`src/hw/fir_coeffs.svh`:
```
`ifndef FIR_COEFFS_SVH
`define FIR_COEFFS_SVH

// Half of the symmetric 64-tap window, edge to centre
localparam coeff_t COEFF_00 = 16'sd190;
localparam coeff_t COEFF_01 = 16'sd297;
localparam coeff_t COEFF_02 = 16'sd277;
localparam coeff_t COEFF_03 = 16'sd128;
localparam coeff_t COEFF_04 = -16'sd93;
localparam coeff_t COEFF_05 = -16'sd291;
localparam coeff_t COEFF_06 = -16'sd374;
localparam coeff_t COEFF_07 = -16'sd293;
localparam coeff_t COEFF_08 = -16'sd67;
localparam coeff_t COEFF_09 = 16'sd211;
localparam coeff_t COEFF_10 = 16'sd423;
localparam coeff_t COEFF_11 = 16'sd461;
localparam coeff_t COEFF_12 = 16'sd289;
localparam coeff_t COEFF_13 = -16'sd38;
localparam coeff_t COEFF_14 = -16'sd388;
localparam coeff_t COEFF_15 = -16'sd603;
localparam coeff_t COEFF_16 = -16'sd563;
localparam coeff_t COEFF_17 = -16'sd252;
localparam coeff_t COEFF_18 = 16'sd227;
localparam coeff_t COEFF_19 = 16'sd679;
localparam coeff_t COEFF_20 = 16'sd888;
localparam coeff_t COEFF_21 = 16'sd708;
localparam coeff_t COEFF_22 = 16'sd144;
localparam coeff_t COEFF_23 = -16'sd626;
localparam coeff_t COEFF_24 = -16'sd1295;
localparam coeff_t COEFF_25 = -16'sd1513;
localparam coeff_t COEFF_26 = -16'sd1024;
localparam coeff_t COEFF_27 = 16'sd235;
localparam coeff_t COEFF_28 = 16'sd2087;
localparam coeff_t COEFF_29 = 16'sd4139;
localparam coeff_t COEFF_30 = 16'sd5898;
localparam coeff_t COEFF_31 = 16'sd6911;    // Main lobe peak

`endif

```
`src/hw/fir_pkg.sv`:
```
package fir_pkg;

        // Datapath types
        typedef logic signed [15:0] sample_t;
        typedef logic signed [15:0] coeff_t;
        typedef logic signed [16:0] fold_t;    // Sum of two mirrored samples
        typedef logic signed [31:0] acc_t;     // Products, partial sums, output

        // Central window of the low-pass prototype
        localparam int TAPS      = 64;
        localparam int HALF_TAPS = TAPS / 2;

        `include "fir_coeffs.svh"

        // Unique coefficients, outer edge of the window first, centre last.
        // Tap k and tap TAPS-1-k share COEFFS[k].
        localparam coeff_t COEFFS [HALF_TAPS] = '{
                COEFF_00,
                COEFF_01,
                COEFF_02,
                COEFF_03,
                COEFF_04,
                COEFF_05,
                COEFF_06,
                COEFF_07,
                COEFF_08,
                COEFF_09,
                COEFF_10,
                COEFF_11,
                COEFF_12,
                COEFF_13,
                COEFF_14,
                COEFF_15,
                COEFF_16,
                COEFF_17,
                COEFF_18,
                COEFF_19,
                COEFF_20,
                COEFF_21,
                COEFF_22,
                COEFF_23,
                COEFF_24,
                COEFF_25,
                COEFF_26,
                COEFF_27,
                COEFF_28,
                COEFF_29,
                COEFF_30,
                COEFF_31
        };

endpackage

```
`src/hw/fir_delay_line.sv`:
```
`timescale 1ns/1ps

module fir_delay_line #(
        parameter int DEPTH = 64
) (
        input  logic              clk,
        input  logic              rst,
        input  fir_pkg::sample_t  sample_in,
        output fir_pkg::sample_t  taps [DEPTH]
);

        // taps[0] is the newest sample, taps[DEPTH-1] the oldest
        always_ff @(posedge clk) begin
                if (rst) begin
                        for (int i = 0; i < DEPTH; i++) begin
                                taps[i] <= '0;
                        end
                end else begin
                        taps[0] <= sample_in;
                        for (int i = 1; i < DEPTH; i++) begin
                                taps[i] <= taps[i-1];    // One stage per clock
                        end
                end
        end

endmodule

```
`config.mk`:
```
export PLATFORM = sky130hd
export DESIGN_NAME = fir_delay_line
export DESIGN_NICKNAME = d
export VERILOG_FILES = /design/src/hw/fir_pkg.sv /design/src/hw/fir_delay_line.sv
export VERILOG_INCLUDE_DIRS = /design/src /design/src/hw
export SDC_FILE = /design/constraint.sdc
export NUM_CORES = 1
export LEC_CHECK = 0
export BUFFER_PORTS_ARGS = -buffer_cell sky130_fd_sc_hd__buf_2
export CAP_MARGIN = 20
export CORE_AREA = 2 2 409 411
export CTS_BUF_LIST = sky130_fd_sc_hd__clkbuf_4 sky130_fd_sc_hd__clkbuf_8 sky130_fd_sc_hd__clkbuf_16
export DETAILED_ROUTE_END_ITERATION = 8
export DIE_AREA = 0 0 411 413
export PLACE_DENSITY = 0.38
export SYNTH_ARGS = -nofsm -noshare
export SYNTH_HDL_FRONTEND = slang
export SYNTH_SLANG_ARGS = --single-unit
```
`constraint.sdc`:
```
create_clock -name clk -period 1.9 [get_ports clk]
set_input_delay 0.38 -clock clk [delete_from_list [all_inputs] [get_ports clk]]
set_output_delay 0.38 -clock clk [all_outputs]
set_load 0.005 [all_outputs]
```
==> flow_summary.toml <==
[setup_path]
reg2regPathDepth = 1
critical_path.top_delay_family = "flip-flops"
cp-end-kind = "primary output"
cp_max_fo = 2
regToRegStartpoint = "taps[994]"
slowest_stage = "dfxtp_1"
startpoint = "taps[899]"
reg2reg_to = "taps[978]"
reg2reg_slack_ns = 1.06
start_kind = "flip-flop"
worstPathCellList = "buf_2"
critPathMaxStageDelay_ns = 0.48
crit_buf_inv = 1
required_ns = 1.52
critPathArrivalTime_ns = 1.39
path_class = "reg -> out"

[power]
p_int_mw = 34.7
p_comb_share_pct = 1.5
power_switching_mw = 9.61
netSwitchingFraction_pct = 21.7
pwr-share-clk_pct = 49.9
p_leak_nw = 18.7
powerDensity_nw_per_um2 = 1120
irDropWorstVdd_v = 0.000682
seqPwrFrac_pct = 48.6

[synthesis]
syn_nets = 2180
seq_area_frac_synth_pct = 73.7
ys_ff_latch = 1024
syn_area_per_cell_um2 = 12.9
syn_inst = 2162
synth_area_um2 = 27800
ys_warn_count = 0
ys_types = 7

[cts]
clock_latency_ns = 0.75
cts_setup_buffers = 0
clock-sinks = 1024
root_buffer = "clkbuf_16"
cts_tree = "done"
clk_path_buf_depth = 3
path_clk_slew_ns = 0.06
numCtsBuffers = 112
htree_levels = 3

[min_path]
hp-class = "in -> reg"
hold_start = "sample_in[3]"
hold_path_depth = 3
worstHoldEndpoint = "taps[1011]"

[final_layout]
fin_util_pct = 23.9
final_cells = 5576
reg_top3 = "taps: 1024 flops"
final_cell_mix = "buf_2 (1039), dfxtp_1 (1008), nor2b_1 (994)"
largest-register = "taps"
seq_area_um2 = 20500
multi_input_area_um2 = 6480
area_growth_syn_to_layout_pct = 42.3
final_common_cell = "buf_2"
num-nets-final = 3294
fillers = 18000
largest_reg_flops = 1024
layout-drive-gt1-share_pct = 40.1

[timing]
fin_crit_ns = 1.77
slew_violations = 0
fmax_ghz = 0.564
clock_skew_ns = 0.0355
setup_viol_count_final = 0
timing.final.crit_share_pct = 93.3
whs_ns = 0.390
rsz0062_at_grt = "no"
timing.final.ws_setup_ns = 0.127
tightest_slew_ns = 0.418
hold_violations = 0
slew_headroom_pct = 72.1
fin_setup_tns_ns = 0

[detailed_routing]
wl_met2_um = 51900
highest_layer = "met5"
drc_errors = 0
wl_per_cell_um = 18.3
drt-met1-wl_um = 36900
via_per_inst = 3.25
wirelength_um = 102000
vias = 18100
dr.pass1.iters = 4
drtAntennaViolNets = 0
wl_met3_um = 11100
dr.first_iter.drc_count = 602

[floorplan]
die_y_um = 413
rows = 150
ios = 1042
die_w_um = 411
core_um2 = 166000
start_util_pct = 16.8
dieArea_um2 = 170000

[global_routing]
grt_pass1_wl_um = 139000
grt_max_degree = 72
grt-ovfl-total = 0
grt_usage_pct = 11.5
grt_pass1_vias = 18300
antenna_found_initial = 6

[placement]
port_buffers = 1041
hpwl_um = 80700
place_congestion = 0.809
place_inst = 5349
dp_slack_ns = 0.348

[flow_run]
drv_cap = 0

[run_status]
status = "finished clean"
layer usage:
| layer | vias to the layer above | track usage [%] |
|---|---|---|
| met5 | - | 0 |
| met4 | 2 | 3.45 |
| met3 | 135 | 5.77 |
| met2 | 740 | 20.6 |
| met1 | 8439 | 11.6 |
| li1 | 8800 | - |
through the flow:
step / instance area, um^2 / power [mW]
2_1_floorplan: 27800 / 22.5
5_1_grt: 39600 / 46.1
6_report: 39600 / 44.3
4_1_cts: 39600 / 45.3
3_5_place_dp: 35600 / 22.7
3_3_place_gp: 35600 / 22.7
power groups by stage:
stage / Clock [mW] / Combinational, mW / Sequential (mW)
after floorplan: 0 / 0.428 / 22.0
after global placement: 0 / 0.658 / 22.0
after detailed placement: 0 / 0.652 / 22.0
after CTS: 23.0 / 0.683 / 21.5
after global routing: 23.8 / 0.732 / 21.5
final: 22.1 / 0.658 / 21.6
how the worst max path moves through the flow:
stage	end	slack [ns]	cells past startpoint
after floorplan	taps[126]	0.78	4
after global placement	taps[371]	0.39	4
after detailed placement	taps[326]	0.35	4
after CTS	taps[843]	0.01	1
after global routing	taps[359]	0.02	1
final	taps[899]	0.13	1
cells by family after synthesis:
| family | count (synthesis) | synth area share [%] |
|---|---|---|
| buffers and inverters | 114 | 3.04 |
| AND/OR/NAND/NOR | 1024 | 23.3 |
| flip-flops | 1024 | 73.7 |
cell type report:
type / count / area share [%]
Antenna cell: 2 / 0.0126
Sequential cell: 1024 / 51.9
Timing Repair Buffer: 1114 / 15.2
Multi-Input combinational cell: 1024 / 16.4
Tap cell: 2204 / 6.97
Clock buffer: 161 / 8.50
Clock inverter: 47 / 1.13
cells in the mapped netlist:
cell	n	area, um^2
clkbuf_1	13	48.8
buf_6	45	507
dfxtp_1	1024	20500
buf_4	4	30.0
nor2b_1	994	6220
buf_2	52	260
nor2b_2	30	263
repair_timing:
| item | CTS | global route |
|---|---|---|
| setup endpoints to repair | 16 | 0 |
| gates resized for setup | 21 | 0 |
| endpoints found under the hold margin | 20 | 0 |
| hold buffers | 17 | 0 |
Note: power is estimated with default switching activity, not from simulation.
