### src/hw/fir_coeffs.svh
`ifndef FIR_COEFFS_SVH
`define FIR_COEFFS_SVH

// Half of the symmetric 64-tap window, edge to centre
localparam coeff_t COEFF_00 = 16'sd190;
localparam coeff_t COEFF_01 = 16'sd297;
localparam coeff_t COEFF_02 = 16'sd277;
localparam coeff_t COEFF_03 = 16'sd128;
localparam coeff_t COEFF_04 = -16'sd93;
localparam coeff_t COEFF_05 = -16'sd291;
localparam coeff_t COEFF_06 = -16'sd374;
localparam coeff_t COEFF_07 = -16'sd293;
localparam coeff_t COEFF_08 = -16'sd67;
localparam coeff_t COEFF_09 = 16'sd211;
localparam coeff_t COEFF_10 = 16'sd423;
localparam coeff_t COEFF_11 = 16'sd461;
localparam coeff_t COEFF_12 = 16'sd289;
localparam coeff_t COEFF_13 = -16'sd38;
localparam coeff_t COEFF_14 = -16'sd388;
localparam coeff_t COEFF_15 = -16'sd603;
localparam coeff_t COEFF_16 = -16'sd563;
localparam coeff_t COEFF_17 = -16'sd252;
localparam coeff_t COEFF_18 = 16'sd227;
localparam coeff_t COEFF_19 = 16'sd679;
localparam coeff_t COEFF_20 = 16'sd888;
localparam coeff_t COEFF_21 = 16'sd708;
localparam coeff_t COEFF_22 = 16'sd144;
localparam coeff_t COEFF_23 = -16'sd626;
localparam coeff_t COEFF_24 = -16'sd1295;
localparam coeff_t COEFF_25 = -16'sd1513;
localparam coeff_t COEFF_26 = -16'sd1024;
localparam coeff_t COEFF_27 = 16'sd235;
localparam coeff_t COEFF_28 = 16'sd2087;
localparam coeff_t COEFF_29 = 16'sd4139;
localparam coeff_t COEFF_30 = 16'sd5898;
localparam coeff_t COEFF_31 = 16'sd6911;    // Main lobe peak

`endif

### src/hw/fir_pkg.sv
package fir_pkg;

        // Datapath types
        typedef logic signed [15:0] sample_t;
        typedef logic signed [15:0] coeff_t;
        typedef logic signed [16:0] fold_t;    // Sum of two mirrored samples
        typedef logic signed [31:0] acc_t;     // Products, partial sums, output

        // Central window of the low-pass prototype
        localparam int TAPS      = 64;
        localparam int HALF_TAPS = TAPS / 2;

        `include "fir_coeffs.svh"

        // Unique coefficients, outer edge of the window first, centre last.
        // Tap k and tap TAPS-1-k share COEFFS[k].
        localparam coeff_t COEFFS [HALF_TAPS] = '{
                COEFF_00,
                COEFF_01,
                COEFF_02,
                COEFF_03,
                COEFF_04,
                COEFF_05,
                COEFF_06,
                COEFF_07,
                COEFF_08,
                COEFF_09,
                COEFF_10,
                COEFF_11,
                COEFF_12,
                COEFF_13,
                COEFF_14,
                COEFF_15,
                COEFF_16,
                COEFF_17,
                COEFF_18,
                COEFF_19,
                COEFF_20,
                COEFF_21,
                COEFF_22,
                COEFF_23,
                COEFF_24,
                COEFF_25,
                COEFF_26,
                COEFF_27,
                COEFF_28,
                COEFF_29,
                COEFF_30,
                COEFF_31
        };

endpackage

### src/hw/fir_adder_tree.sv
`timescale 1ns/1ps

module fir_adder_tree #(
        parameter int N_INPUTS = 32    // Power of two, at least 2
) (
        input  logic           clk,
        input  logic           rst,
        input  fir_pkg::acc_t  terms [N_INPUTS],
        output fir_pkg::acc_t  sum
);

        // Internal nodes of a complete binary tree, stored heap style.
        // Node i has children 2i+1 and 2i+2. Indices from N_INPUTS-1 upward
        // are the leaves, which are the input terms themselves.
        localparam int N_NODES = N_INPUTS - 1;

        fir_pkg::acc_t node [N_NODES];

        for (genvar i = 0; i < N_NODES; i++) begin : g_node
                localparam int LEFT  = 2 * i + 1;
                localparam int RIGHT = 2 * i + 2;

                if (LEFT >= N_NODES) begin : g_bottom
                        // First level, adds input terms
                        always_ff @(posedge clk) begin
                                if (rst) begin
                                        node[i] <= '0;
                                end else begin
                                        node[i] <= terms[LEFT-N_NODES] + terms[RIGHT-N_NODES];
                                end
                        end
                end else begin : g_upper
                        always_ff @(posedge clk) begin
                                if (rst) begin
                                        node[i] <= '0;
                                end else begin
                                        node[i] <= node[LEFT] + node[RIGHT];
                                end
                        end
                end
        end

        // Root, log2(N_INPUTS) registers behind the terms
        assign sum = node[0];

endmodule

### config.mk
export PLATFORM = sky130hd
export DESIGN_NAME = fir_adder_tree
export DESIGN_NICKNAME = d
export VERILOG_FILES = /design/src/hw/fir_pkg.sv /design/src/hw/fir_adder_tree.sv
export VERILOG_INCLUDE_DIRS = /design/src /design/src/hw
export SDC_FILE = /design/constraint.sdc
export NUM_CORES = 2
export LEC_CHECK = 0
export BUFFER_PORTS_ARGS = -buffer_cell sky130_fd_sc_hd__clkbuf_2
export CAP_MARGIN = 20
export CORE_MARGIN = 4
export CORE_UTILIZATION = 40
export DETAILED_ROUTE_END_ITERATION = 6
export GPL_TIMING_DRIVEN = 0
export HOLD_SLACK_MARGIN = 0.03
export SYNTH_ARGS = -nofsm -noshare
export SYNTH_HDL_FRONTEND = slang
export SYNTH_SLANG_ARGS = --single-unit
### constraint.sdc
create_clock -name clk -period 5.9 [get_ports clk]
set_input_delay 0.59 -clock clk [delete_from_list [all_inputs] [get_ports clk]]
set_output_delay 0.59 -clock clk [all_outputs]
set_load 0.05 [all_outputs]
==> results.py <==
metrics = {
    "synth": {
        "synth_cell_types": 91,
        "ys.warnings.count": 0,
        "synth_nets": 10400,
        "synth_top_cell_area_share_pct": 28.0,
        "yosysSeqAreaShare_pct": 28.0,
        "postSynthRegisterBits": 992,
        "synth_edf_count": 0,
        "synth_cells": 8427,
        "synthFlopType": "dfxtp_1",
        "postSynthAreaPerCell_um2": 8.42,
        "synth-async-reset-ratio_pct": 0,
        "netlist_top_cells_count": "nor2_1 (1120), dfxtp_1 (992), ha_1 (961), a21oi_1 (717), a21o_1 (651)",
        "synth_top_area_cell": "dfxtp_1",
        "yosysMostFrequentCell": "nor2_1",
        "syn_area_mm2": 0.0710,
        "synth_area_leaders": "dfxtp_1 (28%), ha_1 (17%), a21o_1 (6.9%), nor2_1 (5.9%), a21oi_1 (5.1%)",
    },
    "clock_network": {
        "hold_buffers": 0,
        "cts_buffers": 106,
        "cts_sinks": 992,
        "htreeDepth": 3,
        "clk_latency_ns": 0.71,
        "clk_root_buffer_cell": "clkbuf_16",
        "clk_path_buf_depth": 3,
        "cts_setup_buffers": 0,
        "path_clk_slew_ns": 0.07,
        "ctsResizeCount": 0,
        "cts_tree": "yes",
    },
    "routing": {
        "viasPerCell": 5.45,
        "drcViolationCount": 0,
        "wl_per_cell_um": 20.6,
        "route.vias.total": 65500,
        "antenna_left": 0,
        "wl_um": 247000,
        "drt-initial-drc-count": 4006,
        "drtPass1Iterations": 5,
    },
    "setup_path": {
        "r2r_end": "node[0][28]",
        "slowest_delay_ns": 0.56,
        "cp-startpoint": "node[0][32]",
        "crit_chain": "ha_1 > fa_1 > a21oi_1 > o21ai_0 > a2111oi_2 > o311ai_1 > a21oi_1 > o211ai_1 > o31ai_1 > a21oi_1 > a31oi_1 > mux2_2",
        "cp_num_buf_inv": 0,
        "cp-start-kind": "flip-flop",
        "critPathTopFamily": "compound AO/OA/AOI/OAI gates",
        "r2r_cells": 12,
        "crit_path_end": "node[0][28]",
        "path_common_cell": "a21oi_1",
        "cp.arrival_ns": 4.65,
        "end_kind": "flip-flop",
        "worstSetupPathType": "flip-flop to flip-flop",
        "timing.rr.start": "node[0][32]",
        "critPathMaxFanout": 4,
        "cp_num_cells": 12,
        "required_ns": 6.48,
        "ff2ff_setup_slack_ns": 1.83,
        "cp_slowest_cell": "o31ai_1",
    },
    "layout": {
        "areaGrowthSynthToFinish_pct": 17.4,
        "stdcell_count": 12000,
        "top_register": "node",
        "drive_above_1_share_pct": 14.8,
        "final_net_count": 11600,
        "fin_area_mm2": 0.0833,
        "biggestRegsByFlops": "node: 992 flops",
        "post-route-util_pct": 47.3,
        "largest_register_ffs": 992,
    },
    "die": {
        "dieWidth_um": 429,
        "num_rows": 154,
        "core_region_area_mm2": 0.176,
        "pin_count": 1058,
        "die_h_um": 429,
        "start_util_pct": 40.3,
        "dieArea_mm2": 0.184,
    },
    "power_and_ir_drop": {
        "powerDensity_mw_per_mm2": 326,
        "irDropWorstVdd_v": 0.000230,
        "p_leak_nw": 41.5,
        "power.total_mw": 27.2,
    },
    "sta": {
        "fin_tns_setup_ns": 0,
        "fin_hold_ws_ns": 0.248,
        "hold_viol": 0,
        "period_minus_slack_ns": 4.07,
        "skew_ns": 0.0232,
        "fmax_ghz": 0.246,
        "slew_headroom_pct": 18.1,
        "maxSlewViolCount": 0,
        "setup_ws_ns": 1.83,
        "worstMarginPinSlew_ns": 1.23,
        "grt_setup_unrepaired": "false",
        "fin_crit_sh_pct": 68.9,
        "finalSetupViolCount": 0,
    },
    "global_routing": {
        "grt_overflow": 0,
        "grt_max_degree": 15,
        "grt.total_usage_pct": 25.5,
        "grt_pass1_vias": 64000,
        "grt_pass1_wl_um": 370000,
        "antenna_found_initial": 20,
    },
    "placement": {
        "gp_congestion": 0.950,
        "dp_slack_ns": 1.48,
        "portBuffers": 1056,
        "dp_cells": 11800,
        "dpl.hpwl_um": 205000,
        "place_area_mm2": 0.0796,
    },
    "hold_path": {
        "min_path_type": "input pin to flip-flop",
        "hold_path_depth": 3,
    },
    "run_status": {
        "status": "finished, final reports clean",
    },
    "flow_run": {
        "maxCapViolations": 0,
    },
}
-- where the power goes --
group          internal (mW)  switching, mW  total, mW
clock                   4.27           2.86       7.13
combinational           4.49           6.71       11.2
sequential              8.10          0.734       8.84
total                   16.9           10.3       27.2
-- worst min path at each step --
stage / start / to / slack [ns]
3_3_place_gp: node[0][256] / node[0][96] / 0.56
2_1_floorplan: node[1][447] / node[0][479] / 0.52
4_1_cts: terms[32] / node[1][448] / 0.20
5_1_grt: terms[32] / node[1][448] / 0.24
6_report: terms[32] / node[1][448] / 0.25
3_5_place_dp: node[0][415] / node[0][191] / 0.56
-- area by class of cell --
| type | count | area (um^2) |
|---|---|---|
| inverter | 181 | 679 |
| clock inverter | 52 | 774 |
| sequential | 992 | 19900 |
| fill | 17500 | 93000 |
| tap | 2340 | 2930 |
| clock buffer | 138 | 2980 |
| antenna | 2 | 5.00 |
| buffer | 250 | 1120 |
| multi-input combinational | 7004 | 49400 |
| timing repair buffer | 1074 | 5650 |
-- kinds of logic (layout without fill, tap and decap cells) --
family	Yosys count	count (layout)	share of synthesized area, %
and+or+nand+nor	2583	2583	17.2
muxes	56	56	0.873
buffers and inverters	431	1695	2.48
AOI/OAI and AO/OA	2613	2613	24.3
other	0	2	0
DFF	992	992	28.0
adders and majority gates	992	992	17.8
xor gates and xnor gates	760	760	9.38
-- layout by cell type (no fill, tap or decap), types with 109 or more instances in the layout --
cell	count
a21o_1	651
a21oi_1	717
a31oi_1	124
and3_1	143
clkbuf_1	195
clkbuf_16	109
clkbuf_2	1082
dfxtp_1	992
ha_1	961
inv_1	181
nand2_1	348
nand2b_1	120
nand3_1	186
nor2_1	1120
nor2b_1	206
nor3_1	158
o21ai_0	386
o21bai_1	145
xnor2_1	397
xor2_1	363
-- per-layer routing --
layer	share of wire, %	wire length (um)	GRT usage [%]
met4	3.2	7830	7.83
met1	45	112000	33.4
met3	5.0	12400	3.05
met5	0.0053	13	0
met2	47	115000	43.8
-- tightest hold or removal path, delay by kind of cell --
kind          cells  cell delay (ns)
simple gates      1             0.12
fa+ha+maj         1             0.13
buf+inv           1             0.08
Power figures use the tool's default switching activity.
